File: config.mk
export PLATFORM = sky130hd
export DESIGN_NAME = coef_bank
export DESIGN_NICKNAME = d
export VERILOG_FILES = /design/src/verilog/conv_pkg.sv /design/src/verilog/coef_bank.sv
export SDC_FILE = /design/constraint.sdc
export NUM_CORES = 2
export LEC_CHECK = 0
export BUFFER_PORTS_ARGS = -buffer_cell sky130_fd_sc_hd__clkbuf_2
export CAP_MARGIN = 20
export CORE_ASPECT_RATIO = 0.75
export CORE_MARGIN = 2
export CORE_UTILIZATION = 30
export DETAILED_ROUTE_END_ITERATION = 12
export GPL_ROUTABILITY_DRIVEN = 1
export PLACE_DENSITY = 0.55
export SYNTH_ARGS = -nofsm -noshare
export SYNTH_HDL_FRONTEND = slang
export SYNTH_SLANG_ARGS = --single-unit
File: constraint.sdc
create_clock -name i_clk -period 3.52 [get_ports i_clk]
set_clock_uncertainty 0.05 [all_clocks]
set_input_delay 0.704 -clock i_clk [delete_from_list [all_inputs] [get_ports i_clk]]
set_output_delay 0.704 -clock i_clk [all_outputs]
set_load 0.02 [all_outputs]
File: src/verilog/conv_pkg.sv
`default_nettype none

package conv_pkg;

    ////////////////////////////////////////
    // Frame and kernel geometry
    ////////////////////////////////////////

    // Fixed input frame, raster order
    localparam int IMG_W = 12;
    localparam int IMG_H = 12;

    // Square kernel side and taps per kernel
    localparam int K    = 5;
    localparam int TAPS = 25;

    // Parallel filter lanes
    localparam int NUM_FILTERS = 4;

    ////////////////////////////////////////
    // Data widths
    ////////////////////////////////////////

    localparam int PIX_W  = 8;
    localparam int COEF_W = 8;
    // 25 products of 8x9 bits plus bias fit well inside 24 bits
    localparam int ACC_W  = 24;

    // Cycles from window valid to lane valid
    localparam int MAC_LAT = 7;

    // Counter and address field widths
    localparam int COL_W  = $clog2(IMG_W);
    localparam int ROW_W  = $clog2(IMG_H);
    localparam int FILT_W = $clog2(NUM_FILTERS);
    localparam int TAP_W  = $clog2(TAPS + 1);

    // Tap address that selects the bias instead of a weight
    localparam logic [TAP_W-1:0] BIAS_TAP = TAP_W'(TAPS);

    // Counter limits, last position and first interior position
    localparam logic [COL_W-1:0] COL_LAST  = COL_W'(IMG_W - 1);
    localparam logic [ROW_W-1:0] ROW_LAST  = ROW_W'(IMG_H - 1);
    localparam logic [COL_W-1:0] COL_FIRST = COL_W'(K - 1);
    localparam logic [ROW_W-1:0] ROW_FIRST = ROW_W'(K - 1);

    ////////////////////////////////////////
    // Shared types
    ////////////////////////////////////////

    typedef logic        [PIX_W-1:0]  pixel_t;
    typedef logic signed [COEF_W-1:0] coef_t;
    typedef logic signed [ACC_W-1:0]  acc_t;

    // Indexed [row][col], row 0 oldest, col 0 leftmost
    typedef pixel_t [K-1:0][K-1:0] window_t;

    // Weight index is row*K + col, tap 12 is the center
    typedef struct packed {
        coef_t [TAPS-1:0] weights;
        coef_t            bias;
    } kernel_t;

    typedef kernel_t [NUM_FILTERS-1:0] kernel_vec_t;

    // One coefficient write, tap BIAS_TAP addresses the bias
    typedef struct packed {
        logic              we;
        logic [FILT_W-1:0] filt;
        logic [TAP_W-1:0]  tap;
        coef_t             data;
    } coef_wr_t;

    typedef acc_t [NUM_FILTERS-1:0] feature_vec_t;

endpackage

`default_nettype wire

File: src/verilog/coef_bank.sv
`timescale 1ns/1ps
`default_nettype none

module coef_bank (
    input  logic                  i_clk,
    input  logic                  i_rst,
    input  conv_pkg::coef_wr_t    i_coef,
    output conv_pkg::kernel_vec_t o_kernels
);

    // All weights and biases of every filter
    conv_pkg::kernel_vec_t kernels;

    ////////////////////////////////////////
    // Write decode
    ////////////////////////////////////////

    // One field per strobe, addressed by filter and tap
    // Tap addresses above the bias are dropped
    always_ff @(posedge i_clk) begin
        if (i_rst) begin
            // Every filter starts as an all-zero kernel
            kernels <= '0;
        end else if (i_coef.we) begin
            if (i_coef.tap == conv_pkg::BIAS_TAP) begin
                // Bias slot
                kernels[i_coef.filt].bias <= i_coef.data;
            end else if (i_coef.tap < conv_pkg::BIAS_TAP) begin
                // Weight slot, row-major tap order
                kernels[i_coef.filt].weights[i_coef.tap] <= i_coef.data;
            end
        end
    end

    // Lanes see the register contents directly
    // New values are visible one cycle after the strobe
    assign o_kernels = kernels;

endmodule

`default_nettype wire

# Word-level counts from Yosys, hierarchy flattened
# Cells that the tools add are included.
[word_totals]
register_bits = 832
inputBits = 18
out_inout_bits = 832
wordCells = 124
[classes]
n_lt_le_gt_ge = 5
eq_ne = 1
mux = 10
n_reduce_logical = 4
[op_table]
columns = ["op", "n"]
rows = [
  ["bitwise mux 832 bit", 2],
  ["two-way mux 832 bit", 2],
  ["demux 208 bit (select 2 bit)", 2],
  ["two-way mux 208 bit", 1],
  ["demux 8 bit (select 5 bit)", 1],
  ["two-way mux 8 bit", 2],
  ["< comparator 5 x 6 -> 1 bit, second input constant", 1],
  ["equality test 5 bit, second input constant", 1],
  ["greater-or-equal comparator 5 x 1 -> 1 bit, second input constant", 1],
  ["< comparator 5 bit, second input constant", 1],
  ["< comparator 2 x 3 -> 1 bit, second input constant", 1],
  ["greater-or-equal comparator 2 x 1 -> 1 bit, second input constant", 1],
  ["logical AND 1 bit", 2],
  ["AND reduction 2 bit", 1],
  ["nonzero test 2 bit", 1],
]

# Logic depth before layout (Yosys ltp)
[logic_depth]
ltp_word = 9
mapped_depth = 8

# Least setup slack after synthesis
# No wires, ideal clock.
[synth_path]
path_kind = "in2reg"
startpoint = "in i_coef[15] (netlist bit)"
endpoint = "reg kernels (netlist bit o_kernels[126])"
setup_ns = 0.132
t_arrival_ns = 2.188
required_ns = 3.338
slack_ns = 1.149
stages = 7
path_buffers = 4
cell_sequence = "buf_4 -> or3b_1 -> buf_2 -> buf_6 -> or4_1 -> buf_6 -> mux2i_1"
[synth_via]
elab_chain_len = 1
[synth_lines]
columns = ["item", "line", "rtl"]
rows = [
  ["start, declared", "coef_bank.sv:7", "input conv_pkg::coef_wr_t i_coef,"],
  ["AND reduction 2 bit (no line)", "--", ""],
  ["end, declared", "coef_bank.sv:12", "conv_pkg::kernel_vec_t kernels;"],
]
# No other way between the ends.
# A chain may end at the register's enable or synchronous reset.

# Worst setup path after layout
[layout_path]
startpoint = "in i_coef[12] (netlist bit)"
endpoint = "reg kernels (netlist bit o_kernels[329])"
[layout_via]
elab_chain_len = 9
elab_cells_between_ends = 14
cone_classes = "order compare (3); eq/ne (1); mux (7); reduce/logical (3)"
[layout_lines]
columns = ["item", "line", "rtl"]
rows = [
  ["< comparator 5 x 6 -> 1 bit (implied by the code) or greater-or-equal comparator 5 x 1 -> 1 bit (tied branches)", "coef_bank.sv:30", "kernels[i_coef.filt].weights[i_coef.tap] <= i_coef.data;"],
  ["logical AND 1 bit (implied by the code)", "coef_bank.sv:30", ""],
  ["two-way mux 8 bit (implied by the code)", "coef_bank.sv:30", ""],
  ["demux 8 bit (select 5 bit)", "coef_bank.sv:30", ""],
  ["two-way mux 208 bit (implied by the code)", "coef_bank.sv:30", ""],
  ["demux 208 bit (select 2 bit)", "coef_bank.sv:30", ""],
  ["bitwise mux 832 bit", "coef_bank.sv:30", ""],
  ["two-way mux 832 bit", "coef_bank.sv:28", "end else if (i_coef.tap < conv_pkg::BIAS_TAP) begin"],
  ["two-way mux 832 bit", "coef_bank.sv:25", "if (i_coef.tap == conv_pkg::BIAS_TAP) begin"],
]
# Several ways; a longest one is shown, not always the timed one. The select of a mux whose other input is x is not followed.

==> results.json <==
{
  "outcome": "completed",
  "rows": 105,
  "ant_nets": 0,
  "drive_above_1_share_pct": 32.2,
  "setup_viol_count_final": 0,
  "min_period_ns": 2.43,
  "syn_area_um2": 33300,
  "ys_seq_area_share_pct": 50.0,
  "r2r-start": "o_kernels[122]",
  "crit_type": "primary input to flop",
  "crit_path_start_kind": "primary input",
  "setup-tns-final_ns": 0,
  "finalNetCount": 3728,
  "crit_start": "i_coef[12]",
  "fin_crit_sh_pct": 69.1,
  "peakVddDrop_mv": 0.326,
  "power.density_nw_per_um2": 482,
  "clk_path_buf_depth": 3,
  "dp_hpwl_mm": 83.8,
  "die_w_um": 389,
  "cts-root-buf": "clkbuf_16",
  "dpl_cell_area_um2": 39500,
  "grt_pass1_vias": 23800,
  "start_util_pct": 30.4,
  "cts_num_sinks": 832,
  "cts_made_buffers": 90,
  "drc": 0,
  "setup.worst_path.end_class": "flop",
  "antenna_found_initial": 6,
  "required_ns": 3.99,
  "ys.warnings.count": 0,
  "ios": 850,
  "largest_reg_flops": 832,
  "grt_usage_pct": 21.0,
  "drv_slew": 0,
  "finalInstanceArea_um2": 42800,
  "grt_max_degree": 253,
  "gr-total-overflow": 0,
  "core_area_um2": 110000,
  "wl_mm": 124,
  "vias": 24000,
  "grt_pass1_wl_mm": 176,
  "drt_first_pass_iters": 4,
  "dieArea_um2": 114000,
  "timing.slew.headroom_pct": 31.6,
  "via_per_inst": 4.59,
  "final_util_pct": 39.0,
  "cts_tree": "yes",
  "clk_latency_ns": 0.67,
  "hold_path.class": "flop to flop",
  "r2r.worst_path.cells": 2,
  "finalHoldViolCount": 0,
  "htree_levels": 3,
  "synth_nets": 2908,
  "portBuffers": 849,
  "ys_types": 32,
  "synth-seq-cells": 832,
  "netlist_instances": 2890,
  "synth_top_area_cell": "dfxtp_1",
  "dr.first_iter.drc_count": 1094,
  "cap_viol_max_count": 0,
  "r2r_slack_ns": 2.77,
  "synth_area_leaders": "dfxtp_1 (50%), mux2i_1 (25%), nand2b_1 (16%)",
  "die_height_um": 293,
  "syn_area_per_cell_um2": 11.5,
  "worstPathMaxFanout": 32,
  "rr_endpoint": "o_kernels[122]",
  "ctsHoldBuffers": 0,
  "crit_end": "o_kernels[329]",
  "rsz0062_at_grt": "no",
  "post_cts_buffers": 0,
  "p_leak_uw": 0.0180,
  "wire_per_inst_um": 23.6,
  "routabilityCongestion": 0.807,
  "clock.fmax_ghz": 0.411,
  "mostFrequentLayoutCells": "clkbuf_2 (847), nand2b_1 (833), mux2i_1 (832), dfxtp_1 (832), buf_4 (109)",
  "syn2layout_area_growth_pct": 28.4,
  "cts_resized": 0,
  "final_common_cell": "clkbuf_2",
  "crit_arrival_ns": 2.90,
  "synth.top_cell.area_share_pct": 50.0,
  "path_clk_slew_ns": 0.06,
  "tightest_slew_ns": 1.03
}
[synth_stat cells]
| master | number |
|---|---|
| nand2b_1 | 844 |
| dfxtp_1 | 832 |
| mux2i_1 | 832 |
| clkbuf_1 | 165 |
| nor4_4 | 67 |
| buf_2 | 50 |
| nand3_1 | 15 |
| buf_1 | 10 |
| buf_6 | 10 |
| or4_1 | 10 |
| buf_4 | 8 |
| o21bai_1 | 8 |
| nand3b_1 | 5 |
| nor2b_1 | 5 |
| nand4_2 | 4 |
| nand4_1 | 3 |
| nor3_2 | 3 |
| nor2_1 | 2 |
| nor3b_1 | 2 |
| nor4bb_1 | 2 |
| or3b_1 | 2 |
| and2_1 | 1 |
| and3_1 | 1 |
| and4_1 | 1 |
| nand2_1 | 1 |
| nand4b_1 | 1 |
| nor3_4 | 1 |
| nor4b_1 | 1 |
| o211a_1 | 1 |
| o211ai_1 | 1 |
| or2_1 | 1 |
| or2_2 | 1 |
[metrics by stage]
| stage | worst slack, ns | cells | hold WS [ns] | power (uW) |
|---|---|---|---|---|
| finish | 1.09 | 5229 | 0.417 | 20600 |
| global route | 1.03 | 5229 | 0.435 | 21300 |
| CTS | 1.16 | 5227 | 0.422 | 20900 |
| detailed placement | 0.427 | 5062 | 0.409 | 10600 |
| global placement | 0.470 | 5062 | 0.407 | 10600 |
| floorplan | 1.15 | 2890 | 0.496 | 10300 |
[report_power, final]
part / internal (uW) / total [uW] / switching (uW)
clock network: 6020 / 10200 / 4170
registers: 9430 / 9440 / 10.6
logic: 299 / 971 / 672
total: 15800 / 20600 / 4860
[how the worst min path moves through the flow]
stage                     endpoint  slack, ns  depth (start not counted)            from
floorplan            o_kernels[10]       0.50                          2   o_kernels[10]
global placement    o_kernels[717]       0.41                          2  o_kernels[717]
detailed placement  o_kernels[557]       0.41                          2  o_kernels[557]
CTS                 o_kernels[566]       0.42                          2  o_kernels[566]
global route        o_kernels[721]       0.44                          2  o_kernels[721]
finish              o_kernels[576]       0.42                          2  o_kernels[576]
[metal layers]
layer,GRT usage (%),part of all wire [%]
met2,34.2,47
met1,26.8,44
met4,6.15,2.6
met5,0,0.024
met3,5.98,6.4
[cell type report]
cell class | instances | area, um^2
timing repair buffer | 971 | 5350
tap | 1444 | 1810
clock buffer | 121 | 2500
multi-input combinational | 1815 | 15700
sequential | 832 | 16700
fill | 10800 | 66900
clock inverter | 44 | 712
antenna | 2 | 5.00
[worst max-delay path, cell delays in order]
cell	delay (ns)
clkbuf_2	0.32
o211a_4	0.79
buf_4	0.52
nor4_4	0.09
buf_4	0.22
mux2i_1	0.15
[kinds of logic after synthesis]
family / after synthesis / share of synthesized area, %
compound gates: 10 / 0.233
flops: 832 / 50.0
simple gates: 973 / 21.5
mux: 832 / 25.0
buf+inv: 243 / 3.24
(Power assumes the default switching activity.)
