[src/verilog/conv_pkg.sv]
`default_nettype none

package conv_pkg;

    ////////////////////////////////////////
    // Frame and kernel geometry
    ////////////////////////////////////////

    // Fixed input frame, raster order
    localparam int IMG_W = 12;
    localparam int IMG_H = 12;

    // Square kernel side and taps per kernel
    localparam int K    = 5;
    localparam int TAPS = 25;

    // Parallel filter lanes
    localparam int NUM_FILTERS = 4;

    ////////////////////////////////////////
    // Data widths
    ////////////////////////////////////////

    localparam int PIX_W  = 8;
    localparam int COEF_W = 8;
    // 25 products of 8x9 bits plus bias fit well inside 24 bits
    localparam int ACC_W  = 24;

    // Cycles from window valid to lane valid
    localparam int MAC_LAT = 7;

    // Counter and address field widths
    localparam int COL_W  = $clog2(IMG_W);
    localparam int ROW_W  = $clog2(IMG_H);
    localparam int FILT_W = $clog2(NUM_FILTERS);
    localparam int TAP_W  = $clog2(TAPS + 1);

    // Tap address that selects the bias instead of a weight
    localparam logic [TAP_W-1:0] BIAS_TAP = TAP_W'(TAPS);

    // Counter limits, last position and first interior position
    localparam logic [COL_W-1:0] COL_LAST  = COL_W'(IMG_W - 1);
    localparam logic [ROW_W-1:0] ROW_LAST  = ROW_W'(IMG_H - 1);
    localparam logic [COL_W-1:0] COL_FIRST = COL_W'(K - 1);
    localparam logic [ROW_W-1:0] ROW_FIRST = ROW_W'(K - 1);

    ////////////////////////////////////////
    // Shared types
    ////////////////////////////////////////

    typedef logic        [PIX_W-1:0]  pixel_t;
    typedef logic signed [COEF_W-1:0] coef_t;
    typedef logic signed [ACC_W-1:0]  acc_t;

    // Indexed [row][col], row 0 oldest, col 0 leftmost
    typedef pixel_t [K-1:0][K-1:0] window_t;

    // Weight index is row*K + col, tap 12 is the center
    typedef struct packed {
        coef_t [TAPS-1:0] weights;
        coef_t            bias;
    } kernel_t;

    typedef kernel_t [NUM_FILTERS-1:0] kernel_vec_t;

    // One coefficient write, tap BIAS_TAP addresses the bias
    typedef struct packed {
        logic              we;
        logic [FILT_W-1:0] filt;
        logic [TAP_W-1:0]  tap;
        coef_t             data;
    } coef_wr_t;

    typedef acc_t [NUM_FILTERS-1:0] feature_vec_t;

endpackage

`default_nettype wire

[src/verilog/feature_window.sv]
`timescale 1ns/1ps
`default_nettype none

module feature_window (
    input  logic              i_clk,
    input  logic              i_rst,
    input  logic              i_pix_valid,
    input  conv_pkg::pixel_t  i_pix,
    output conv_pkg::window_t o_window,
    output logic              o_win_valid
);

    // Position of the next pixel to arrive
    logic [conv_pkg::COL_W-1:0] col_cnt;
    logic [conv_pkg::ROW_W-1:0] row_cnt;

    // Input stage, one accepted pixel with its column
    logic                       in_vld_q;
    logic                       in_int_q;
    conv_pkg::pixel_t           in_pix_q;
    logic [conv_pkg::COL_W-1:0] in_col_q;

    // Four previous rows, entry 0 is the oldest
    conv_pkg::pixel_t line_buf [conv_pkg::K-1][conv_pkg::IMG_W];

    // Column entering the window, index 0 is the oldest row
    conv_pkg::pixel_t [conv_pkg::K-1:0] new_col;

    conv_pkg::window_t window;
    logic              win_valid;

    ////////////////////////////////////////
    // Position counters
    ////////////////////////////////////////

    // Column wraps at the row end, row wraps at the frame end
    // The pixel after the last of a frame starts the next frame
    always_ff @(posedge i_clk) begin
        if (i_rst) begin
            col_cnt <= '0;
            row_cnt <= '0;
        end else if (i_pix_valid) begin
            if (col_cnt == conv_pkg::COL_LAST) begin
                col_cnt <= '0;
                if (row_cnt == conv_pkg::ROW_LAST) begin
                    row_cnt <= '0;
                end else begin
                    row_cnt <= row_cnt + 1'b1;
                end
            end else begin
                col_cnt <= col_cnt + 1'b1;
            end
        end
    end

    ////////////////////////////////////////
    // Input stage
    ////////////////////////////////////////

    // Strobe and interior flag of the pixel just accepted
    always_ff @(posedge i_clk) begin
        if (i_rst) begin
            in_vld_q <= 1'b0;
            in_int_q <= 1'b0;
        end else begin
            in_vld_q <= i_pix_valid;
            // Full 5x5 neighborhood exists from row 4 and column 4 on
            in_int_q <= (col_cnt >= conv_pkg::COL_FIRST) &&
                        (row_cnt >= conv_pkg::ROW_FIRST);
        end
    end

    // Pixel and its column, captured with the strobe
    always_ff @(posedge i_clk) begin
        if (i_pix_valid) begin
            in_pix_q <= i_pix;
            in_col_q <= col_cnt;
        end
    end

    ////////////////////////////////////////
    // Line buffers
    ////////////////////////////////////////

    // Buffered rows r-4..r-1 of this column, then the new pixel
    always_comb begin
        for (int i = 0; i < conv_pkg::K - 1; i++) begin
            new_col[i] = line_buf[i][in_col_q];
        end
        new_col[conv_pkg::K-1] = in_pix_q;
    end

    // Each entry of the column moves up one row
    // The oldest pixel drops out, the new pixel goes to the last row
    always_ff @(posedge i_clk) begin
        if (in_vld_q) begin
            for (int i = 0; i < conv_pkg::K - 1; i++) begin
                line_buf[i][in_col_q] <= new_col[i+1];
            end
        end
    end

    ////////////////////////////////////////
    // Window register
    ////////////////////////////////////////

    // Shift left by one column and append the new column at the right
    always_ff @(posedge i_clk) begin
        if (in_vld_q) begin
            for (int r = 0; r < conv_pkg::K; r++) begin
                for (int c = 0; c < conv_pkg::K - 1; c++) begin
                    window[r][c] <= window[r][c+1];
                end
                window[r][conv_pkg::K-1] <= new_col[r];
            end
        end
    end

    // Pulse only when the shifted window is fully interior
    always_ff @(posedge i_clk) begin
        if (i_rst) begin
            win_valid <= 1'b0;
        end else begin
            win_valid <= in_vld_q & in_int_q;
        end
    end

    assign o_window    = window;
    assign o_win_valid = win_valid;

endmodule

`default_nettype wire

[config.mk]
export PLATFORM = sky130hd
export DESIGN_NAME = feature_window
export DESIGN_NICKNAME = d
export VERILOG_FILES = /design/src/verilog/conv_pkg.sv /design/src/verilog/feature_window.sv
export SDC_FILE = /design/constraint.sdc
export NUM_CORES = 1
export LEC_CHECK = 0
export BUFFER_PORTS_ARGS = -buffer_cell sky130_fd_sc_hd__buf_2
export CORE_ASPECT_RATIO = 1.25
export CORE_MARGIN = 3
export CORE_UTILIZATION = 40
export CTS_BUF_LIST = sky130_fd_sc_hd__clkbuf_4 sky130_fd_sc_hd__clkbuf_8
export DETAILED_ROUTE_END_ITERATION = 8
export GPL_TIMING_DRIVEN = 1
export HOLD_SLACK_MARGIN = 0.12
export PLACE_DENSITY = 0.64
export SYNTH_ARGS = -nofsm -noshare
export SYNTH_HDL_FRONTEND = slang
export SYNTH_SLANG_ARGS = --single-unit
[constraint.sdc]
create_clock -name i_clk -period 22.7 [get_ports i_clk]
set_input_delay 4.54 -clock i_clk [delete_from_list [all_inputs] [get_ports i_clk]]
set_output_delay 4.54 -clock i_clk [all_outputs]
set_load 0.02 [all_outputs]
# [Word-level counts from Yosys, hierarchy flattened]
# Memories as Yosys holds them, arrays and structs flattened.
# Index checks and enable logic that the tools add are counted.
[word_totals] ramBits=384 ff_bits=223 memories=1 elab_cells=64 in_bits=11
[classes] n_addsub=2 mux=18 n_reduce_logical=3 eq_ne=2 magnitude_cmp=4 bitwise=2
[memory_table] name="line_buf" words=4 word_bits=96 rd=4 rd_ports_with_merged_regs=0 wr=4 line="feature_window.sv:24" text="conv_pkg::pixel_t line_buf [conv_pkg::K-1][conv_pkg::IMG_W];"
[ops] cell="$bmux 8 s4" n=4
[ops] cell="$mux 96" n=1
[ops] cell="$mux 8" n=9
[ops] cell="$demux 8 s4" n=1
[ops] cell="$add 4x1->4 const B" n=2
[ops] cell="$eq 4x4->1 const B" n=2
[ops] cell="$ge 4x3->1 const B" n=2
[ops] cell="$mux 4" n=2
[ops] cell="$ge 5x5->1 const B" n=1
[ops] cell="$lt 5x1->1 const B" n=1
[ops] cell="$not 4->5" n=1
[ops] cell="$logic_and 1x1->1" n=2
[ops] cell="$reduce_and 2->1" n=1
[ops] cell="$and 1x1->1" n=1
[ops] cell="$mux 1" n=1

# [Longest topological paths before layout]
# Gate-level depths: netlist of the first run.
[depth] ltp_word=6 ltp_mapped=5 ltp_nobuf=4

# [Worst setup path before layout of the first run]
# Ideal clock, no wire load.
[synth_path] path_kind="register to register" from="register in_vld_q" to="memory line_buf[0][24] (netlist name) (enable)" stages_incl_launch_ff=3 t_arrival_ns=7.767 setup_ns=0.461 setup_slack_ns=14.472 period_less_slack_ns=8.228 n_path_buf=0 path_cell_list="dfxtp_1 -> nand2_1 -> nor3_1"
[synth_lines] item="from (decl)" line="feature_window.sv:18" text="logic in_vld_q;"
[synth_lines] item="from (signal assigned)" line="feature_window.sv:66" text="in_vld_q <= i_pix_valid;"
[synth_lines] item="to (decl)" line="feature_window.sv:24"

# [Worst setup path in the final report of the first run]
[layout_path] from="register window (netlist bit o_window[198])" to="output port o_window[198] (netlist name)"
[layout_lines] item="from (decl)" line="feature_window.sv:29" text="conv_pkg::window_t window;"
[layout_lines] item="from (signal, indexed assignment)" line="feature_window.sv:112" text="window[r][c] <= window[r][c+1];"
[layout_lines] item="from (signal, indexed assignment)" line="feature_window.sv:114" text="window[r][conv_pkg::K-1] <= new_col[r];"
[layout_lines] item="to (decl)" line="feature_window.sv:9" text="output conv_pkg::window_t o_window,"
# No word-level cell between the ends.

==> results_tabular.tex, run 1 <==
\begin{tabular}{lr}
\hline
Metric & Value \\
\hline
\multicolumn{2}{l}{\textbf{Status}} \\
Outcome & complete, no violations \\
\multicolumn{2}{l}{\textbf{Synthesis}} \\
Yosys top cell area share & a little over four fifths \\
Syn nets & 904 \\
Most frequently used cell type in the post-synthesis netlist & edfxtp\_1 \\
Syn Area/Cell & 23.9 um\^{}2 \\
Distinct cell type count after synthesis & 30 \\
Cell type with the highest aggregate area in the netlist & edfxtp\_1 \\
Largest cells by area after synthesis & edfxtp\_1 84\%, mux4\_2 10\%, nand2\_1 1.3\%, a22oi\_1 1.1\%, dfxtp\_1 1.0\% \\
Synthesis Warnings & 0 \\
Number of synthesized flops with an enable pin & 596 \\
Cells after synthesis & 891 \\
Ranking of synthesized cells by instance count & 596 x edfxtp\_1, 96 x mux4\_2, 71 x nand2\_1, 32 x a22oi\_1, 21 x clkbuf\_1 \\
Netlist area before placement & 21,300 um\^{}2 \\
Register area share after synthesis & 85.3\% \\
\#FFs+latches synth & between 600 and 700 \\
Share of synthesized registers carrying an async set or reset & 0\% \\
Ys flop type & edfxtp\_1 \\
\multicolumn{2}{l}{\textbf{Die}} \\
Horizontal die dimension & 212 um \\
Count of standard-cell rows & 93 \\
IO Count & roughly 210 \\
Total Die Area & approximately 56,000 um\^{}2 \\
Initial Util & between 40\% and 50\% \\
Standard cell core area & roughly 52,000 um\^{}2 \\
Die extent in y & between 200 and 300 um \\
\multicolumn{2}{l}{\textbf{Final layout}} \\
Share of final-layout standard cells stronger than drive strength 1 & between 30\% and 40\% \\
Final cell utilization of the core & about half \\
Nets & about 1,200 \\
Filler instances & $\sim$4,300 \\
Cell Count, Final, Fillers Out & between 1,500 and 2,000 \\
Total non-filler cell area in the finished layout & 25,100 um\^{}2 \\
Layout overhead on the synthesized area & 18.0\% \\
\multicolumn{2}{l}{\textbf{Run}} \\
Max Cap Violations & 0 \\
\multicolumn{2}{l}{\textbf{STA}} \\
Shortest clock period the worst path allows after layout & between 5 and 6 ns \\
Worst Hold Margin & 0.428 ns \\
Setup\_tns & 0 ns \\
Unrepaired setup endpoints after global routing & no \\
Final hold violations & 0 \\
Period utilization & between 20\% and 30\% \\
Slew headroom & about a quarter \\
Post-route worst setup slack & approximately 17 ns \\
Worst slew pin tran & roughly 1.1 ns \\
Maximum clock skew at final layout & between 0.02 and 0.03 ns \\
Final number of setup-violating endpoints & 0 \\
Maximum achievable frequency & approximately 170 MHz \\
Max Slew Vio Count & 0 \\
\multicolumn{2}{l}{\textbf{Power}} \\
PwrDens & a little over 90 nW/um\^{}2 \\
Leak pwr & 8.48 nW \\
Maximum resistive drop on vdd & approximately 0.047 mV \\
Switching power as a share of total power & between 20\% and 30\% \\
Fraction of power consumed by sequential logic & between 50\% and 60\% \\
Part of the power in combinational logic & 5.1\% \\
Internal power contribution & $\sim$1.8 mW \\
Total power & between 2 and 2.5 mW \\
Clk network pwr share & 39.2\% \\
Reported net switching power & roughly 0.51 mW \\
\multicolumn{2}{l}{\textbf{Detailed routing}} \\
DRT iter0 DRCs & between 600 and 700 \\
Final antenna-violating net count & 0 \\
Via count & 9,875 \\
WL final & between 40,000 and 50,000 um \\
Post-DR vias/cell & $\sim$5.1 \\
Routed length per placed instance & about 21 um \\
DR pass1 iterations & 7 \\
Drc violations & 0 \\
\multicolumn{2}{l}{\textbf{Placement}} \\
Worst setup slack before clock tree synthesis & $\sim$17 ns \\
Half-perimeter wire length after placement & between 20,000 and 25,000 um \\
Total cell area at the placement stage & approximately 23,000 um\^{}2 \\
Cells after DPL & approximately 1,800 \\
Number of I/O port buffers & 211 \\
Routability congestion estimate from global placement & $\sim$0.7 \\
\multicolumn{2}{l}{\textbf{Setup path}} \\
Delay of the slowest cell on the worst path & 0.41 ns \\
Number of buffers and inverters on the critical path & 1 \\
Critical path data arrival time & between 1 and 1.5 ns \\
Req. time, crit path & 18.16 ns \\
Setup crit end kind & output pin \\
Top delay family on crit path & flip-flops \\
CP startpoint kind & flop \\
Crit path max fanout & 2 \\
Slowest CP cell & edfxtp\_1 \\
Crit path cell chain & buf\_2 \\
Type of the worst setup path & flop to output pin \\
\multicolumn{2}{l}{\textbf{Clocking}} \\
CTS hold repair buffers & 0 \\
CTS tree & yes \\
Insertion delay of the later-clocked pin in the worst-skew pair & $\sim$0.67 ns \\
Post-CTS setup-driven buffer insertion count & 0 \\
Cell at the root of the clock tree & clkbuf\_8 \\
Max Root-Sink Buffers & 3 \\
Cells resized by post-CTS repair & 0 \\
Total CTS buffers & 96 \\
Total clock sinks & $\sim$610 \\
CTS clk-pin slew, worst paths & approximately 0.060 ns \\
H-tree levels & 3 \\
\multicolumn{2}{l}{\textbf{Global route}} \\
Leftover overflow at the end of global routing & 0 \\
Antenna violations before repair & 2 \\
Largest net degree at the start of global routing & 74 \\
Total global routing track utilization & between 10\% and 20\% \\
First-pass GRT wire length & $\sim$63,000 um \\
Vias in the first global route & $\sim$11,000 \\
\multicolumn{2}{l}{\textbf{Min path}} \\
Worst hold-check path type & flop to flop \\
\hline
\end{tabular}
cells in the final DEF, fill, tap and decap left out, types with 2 or more instances in the layout:
| master | netlist | layout |
|---|---|---|
| buf_2 | 7 | 211 |
| inv_8 | 0 | 2 |
| dfxtp_1 | 11 | 10 |
| ha_1 | 2 | 2 |
| bufinv_16 | 0 | 3 |
| mux2i_1 | 2 | 2 |
| mux4_2 | 96 | 96 |
| a22oi_1 | 32 | 32 |
| clkbuf_8 | 0 | 102 |
| nand2_1 | 71 | 71 |
| o21ai_0 | 2 | 2 |
| edfxtp_1 | 596 | 596 |
| nor3_2 | 0 | 3 |
| buf_4 | 4 | 22 |
| inv_1 | 2 | 2 |
| clkinv_2 | 0 | 15 |
| nor2b_2 | 0 | 2 |
| clkinv_1 | 0 | 25 |
| nand3_1 | 2 | 2 |
| clkbuf_4 | 0 | 24 |
| nand2b_1 | 2 | 2 |
| nor2_2 | 0 | 10 |
| nor2_1 | 15 | 5 |
| nor3_1 | 6 | 3 |
| a21oi_1 | 3 | 3 |
| clkinvlp_4 | 0 | 2 |
state kept, by name (all words and copies together) (netlist names):
| signal | count |
|---|---|
| col_cnt | 4 |
| o_window | 200 |
| o_win_valid | 1 |
| in_int_q | 1 |
| row_cnt | 4 |
| in_vld_q | 1 |
| line_buf | 384 |
| in_col_q | 4 |
| in_pix_q | 8 |
worst paths after layout:
kind	from	endpoint	slack, ns	cells past startpoint
max	o_window[198]	o_window[198]	16.91	1
min	in_int_q	o_win_valid	0.43	2
max reg2reg	in_col_q[0]	line_buf[0][14]	18.42	5
min reg2reg	in_int_q	o_win_valid	0.43	2
logic make-up after synthesis:
| logic type | count (synthesis) | synth area share, % |
|---|---|---|
| xor gates and xnor gates | 2 | 0.0824 |
| muxes | 98 | 10.3 |
| DFF | 607 | 85.3 |
| AOI/OAI and AO/OA | 40 | 1.38 |
| and+or+nand+nor | 104 | 2.05 |
| buffers and inverters | 38 | 0.854 |
| adders and majority gates | 2 | 0.118 |
routing by layer:
| layer | share of wire, % | global-route usage (%) |
|---|---|---|
| met4 | 2.2 | 5.92 |
| met3 | 6.4 | 3.25 |
| met2 | 50 | 24.7 |
| met5 | 0 | 0 |
| met1 | 41 | 19.3 |
layout make-up:
type	instances	area (um^2)	area share [%]
flip-flops and latches	607	18100	72.3
well taps	665	832	3.32
multi-input cells	246	3000	12.0
clock buffers	126	1580	6.32
inverters	2	7.51	0.0299
clock inverters	49	314	1.25
diodes	1	2.50	0.00998
repair buffers	233	1220	4.87
power by group through the flow:
stage / clock network (mW) / registers [mW] / logic (mW)
global route: 0.988 / 1.29 / 0.128
detailed placement: 0 / 1.31 / 0.121
finish: 0.906 / 1.29 / 0.118
floorplan: 0 / 1.33 / 0.0595
CTS: 0.939 / 1.29 / 0.121
global placement: 0 / 1.31 / 0.119
No activity file was read; power rests on OpenSTA's default activity.
==> run 2, diff against run 1 <==
--- a/config.mk
+++ b/config.mk
@@ -13,7 +13,7 @@
 export DETAILED_ROUTE_END_ITERATION = 8
 export GPL_TIMING_DRIVEN = 1
 export HOLD_SLACK_MARGIN = 0.12
-export PLACE_DENSITY = 0.64
+export PLACE_DENSITY = 0.66
 export SYNTH_ARGS = -nofsm -noshare
 export SYNTH_HDL_FRONTEND = slang
 export SYNTH_SLANG_ARGS = --single-unit
==> constraint.sdc (replaced) <==
create_clock -name i_clk -period 5.26 [get_ports i_clk]
set_input_delay 1.052 -clock i_clk [delete_from_list [all_inputs] [get_ports i_clk]]
set_output_delay 1.052 -clock i_clk [all_outputs]
set_load 0.02 [all_outputs]
==> run 2 against run 1 <==
Against the previous run: routed wire length decreased by 2.9%; worst setup slack got worse by 15 ns; global-route usage decreased by 0.33 points; final cell count decreased by 0.16%; critical endpoint is now line_buf[1][37]; largest power group unchanged; flip-flop and latch count unchanged; clock power increased to 4.4 times the previous value; sequential power increased to 4.3 times the previous value; via count decreased by 1.5%.
==> results_tabular.tex, run 2 (synthesized netlist as in run 1, its figures left out) <==
\begin{tabular}{lr}
\hline
Metric & Value \\
\hline
\multicolumn{2}{l}{\textbf{Placement}} \\
Number of I/O port buffers & approximately 210 \\
Total cell area at the placement stage & roughly 23,000 um\^{}2 \\
Routability congestion estimate from global placement & just under 0.7 \\
Half-perimeter wire length after placement & 21,300 um \\
\multicolumn{2}{l}{\textbf{STA}} \\
Slew headroom & 10.8\% \\
Worst Hold Margin & roughly 0.42 ns \\
Final hold violations & 0 \\
Maximum achievable frequency & between 300 and 400 MHz \\
Worst slew pin tran & $\sim$1.3 ns \\
Max Slew Vio Count & 0 \\
Period utilization & about 57\% \\
Maximum clock skew at final layout & $\sim$0.036 ns \\
Unrepaired setup endpoints after global routing & no \\
Shortest clock period the worst path allows after layout & just over 3 ns \\
Setup\_tns & 0 ns \\
Final number of setup-violating endpoints & 0 \\
\multicolumn{2}{l}{\textbf{Final layout}} \\
Most frequent cells in the layout & 596 x edfxtp\_1, 211 x buf\_2, 99 x clkbuf\_8 \\
Register containing the most flip-flops in the final layout & line\_buf \\
Total non-filler cell area in the finished layout & around 25,000 um\^{}2 \\
Layout overhead on the synthesized area & 18.4\% \\
Combined area of the multi-input logic cells & 3040 um\^{}2 \\
Nets & $\sim$1,200 \\
Max FFs per register & $\sim$380 \\
Most common cell after layout, fill and taps aside & edfxtp\_1 \\
Share of final-layout standard cells stronger than drive strength 1 & 39.4\% \\
Filler instances & roughly 4,200 \\
Storage element area & roughly 18,000 um\^{}2 \\
\multicolumn{2}{l}{\textbf{Clocking}} \\
Max Root-Sink Buffers & 3 \\
CTS clk-pin slew, worst paths & 0.06 ns \\
Cell at the root of the clock tree & clkbuf\_8 \\
CTS hold repair buffers & 0 \\
Post-CTS setup-driven buffer insertion count & 0 \\
Insertion delay of the later-clocked pin in the worst-skew pair & roughly 0.67 ns \\
Total CTS buffers & 97 \\
CTS tree & yes \\
Cells resized by post-CTS repair & 0 \\
Total clock sinks & about 600 \\
H-tree levels & 3 \\
\multicolumn{2}{l}{\textbf{Die}} \\
Standard cell core area & between 50,000 and 60,000 um\^{}2 \\
Die extent in y & around 260 um \\
IO Count & $\sim$210 \\
Horizontal die dimension & 212 um \\
Initial Util & a little over 40\% \\
Total Die Area & roughly 56,000 um\^{}2 \\
Count of standard-cell rows & just over 90 \\
\multicolumn{2}{l}{\textbf{Setup path}} \\
Reg2reg start & in\_vld\_q \\
Type of the worst setup path & flop to flop \\
CP startpoint kind & flop \\
Critical Path Source & in\_vld\_q \\
Critical path data arrival time & 3.27 ns \\
Req. time, crit path & 5.52 ns \\
Setup crit end kind & flop \\
Number of buffers and inverters on the critical path & 0 \\
Crit path cell chain & nand3b\_1 -> nor2\_4 \\
Crit path max fanout & 71 \\
Delay of the slowest cell on the worst path & between 1 and 1.5 ns \\
Top delay family on crit path & simple AND/OR/NAND/NOR gates \\
Slowest CP cell & nor2\_4 \\
\multicolumn{2}{l}{\textbf{Detailed routing}} \\
Post-DR vias/cell & about 5.1 \\
Routed length per placed instance & about 21 um \\
Via count & 9,730 \\
DRT iter0 DRCs & approximately 770 \\
Final antenna-violating net count & 0 \\
WL final & $\sim$40,000 um \\
DR pass1 iterations & 5 \\
Drc violations & 0 \\
\multicolumn{2}{l}{\textbf{Power}} \\
Maximum resistive drop on vdd & $\sim$0.18 mV \\
Leak pwr & 8.49 nW \\
PwrDens & around 400 nW/um\^{}2 \\
\multicolumn{2}{l}{\textbf{Min path}} \\
Worst hold-check path type & flop to flop \\
Origin of the worst min-delay path & o\_window[146] \\
\multicolumn{2}{l}{\textbf{Global route}} \\
Antenna violations before repair & 1 \\
Vias in the first global route & around 11,000 \\
Leftover overflow at the end of global routing & 0 \\
First-pass GRT wire length & approximately 62,000 um \\
Total global routing track utilization & 14.6\% \\
Largest net degree at the start of global routing & 103 \\
\multicolumn{2}{l}{\textbf{Status}} \\
Outcome & complete, no violations \\
\multicolumn{2}{l}{\textbf{Run}} \\
Max Cap Violations & 0 \\
\hline
\end{tabular}
[run 2: changes by cell type in the layout (fill, tap and decap cells not counted), moves of 4 or more]
| cell | previous run | this run |
|---|---|---|
| clkinv_1 | 25 | 21 |
| nor2_2 | 10 | 1 |
| buf_12 | 0 | 4 |
| buf_4 | 22 | 8 |
| clkbuf_4 | 24 | 36 |
| nor2_4 | 0 | 9 |
[run 2: final timing paths]
check,cells after the start,slack (ns),end
min,0,0.42,o_window[138]
max reg2reg,2,2.24,line_buf[1][37]
min reg2reg,0,0.42,o_window[138]
max,2,2.24,line_buf[1][37]
[run 2: where the power goes]
part           internal [mW]  switching [mW]
Sequential              5.48          0.0687
Combinational          0.177           0.332
Clock                   2.17            1.79
Total                   7.83            2.19
[run 2: cell type report]
type,instances,share of cell area (%)
inverter,2,0.0298
clock buffer,135,6.49
clock inverter,46,1.20
timing repair buffer,224,4.86
multi-input combinational,246,12.1
sequential,607,72.0
tap,665,3.31
antenna,1,0.00994
[run 2: through the flow]
stage          power (mW)  worst slack [ns]  instances  util (%)
2_1_floorplan        5.98             0.370        891         -
3_3_place_gp         6.16              2.20       1743      44.6
3_5_place_dp         6.18              2.08       1743      44.6
4_1_cts              10.2              2.06       1924      48.3
5_1_grt              10.4              1.93       1926      48.4
6_report             10.0              2.24       1926      48.4
[run 2: per-layer routing]
layer	share of wire, %	vias to the layer above	GRT usage (%)
met5	0	-	0
met4	2.4	0	5.89
met3	6.3	60	3.18
met2	52	322	25.0
met1	39	5049	18.0
li1	-	4299	-
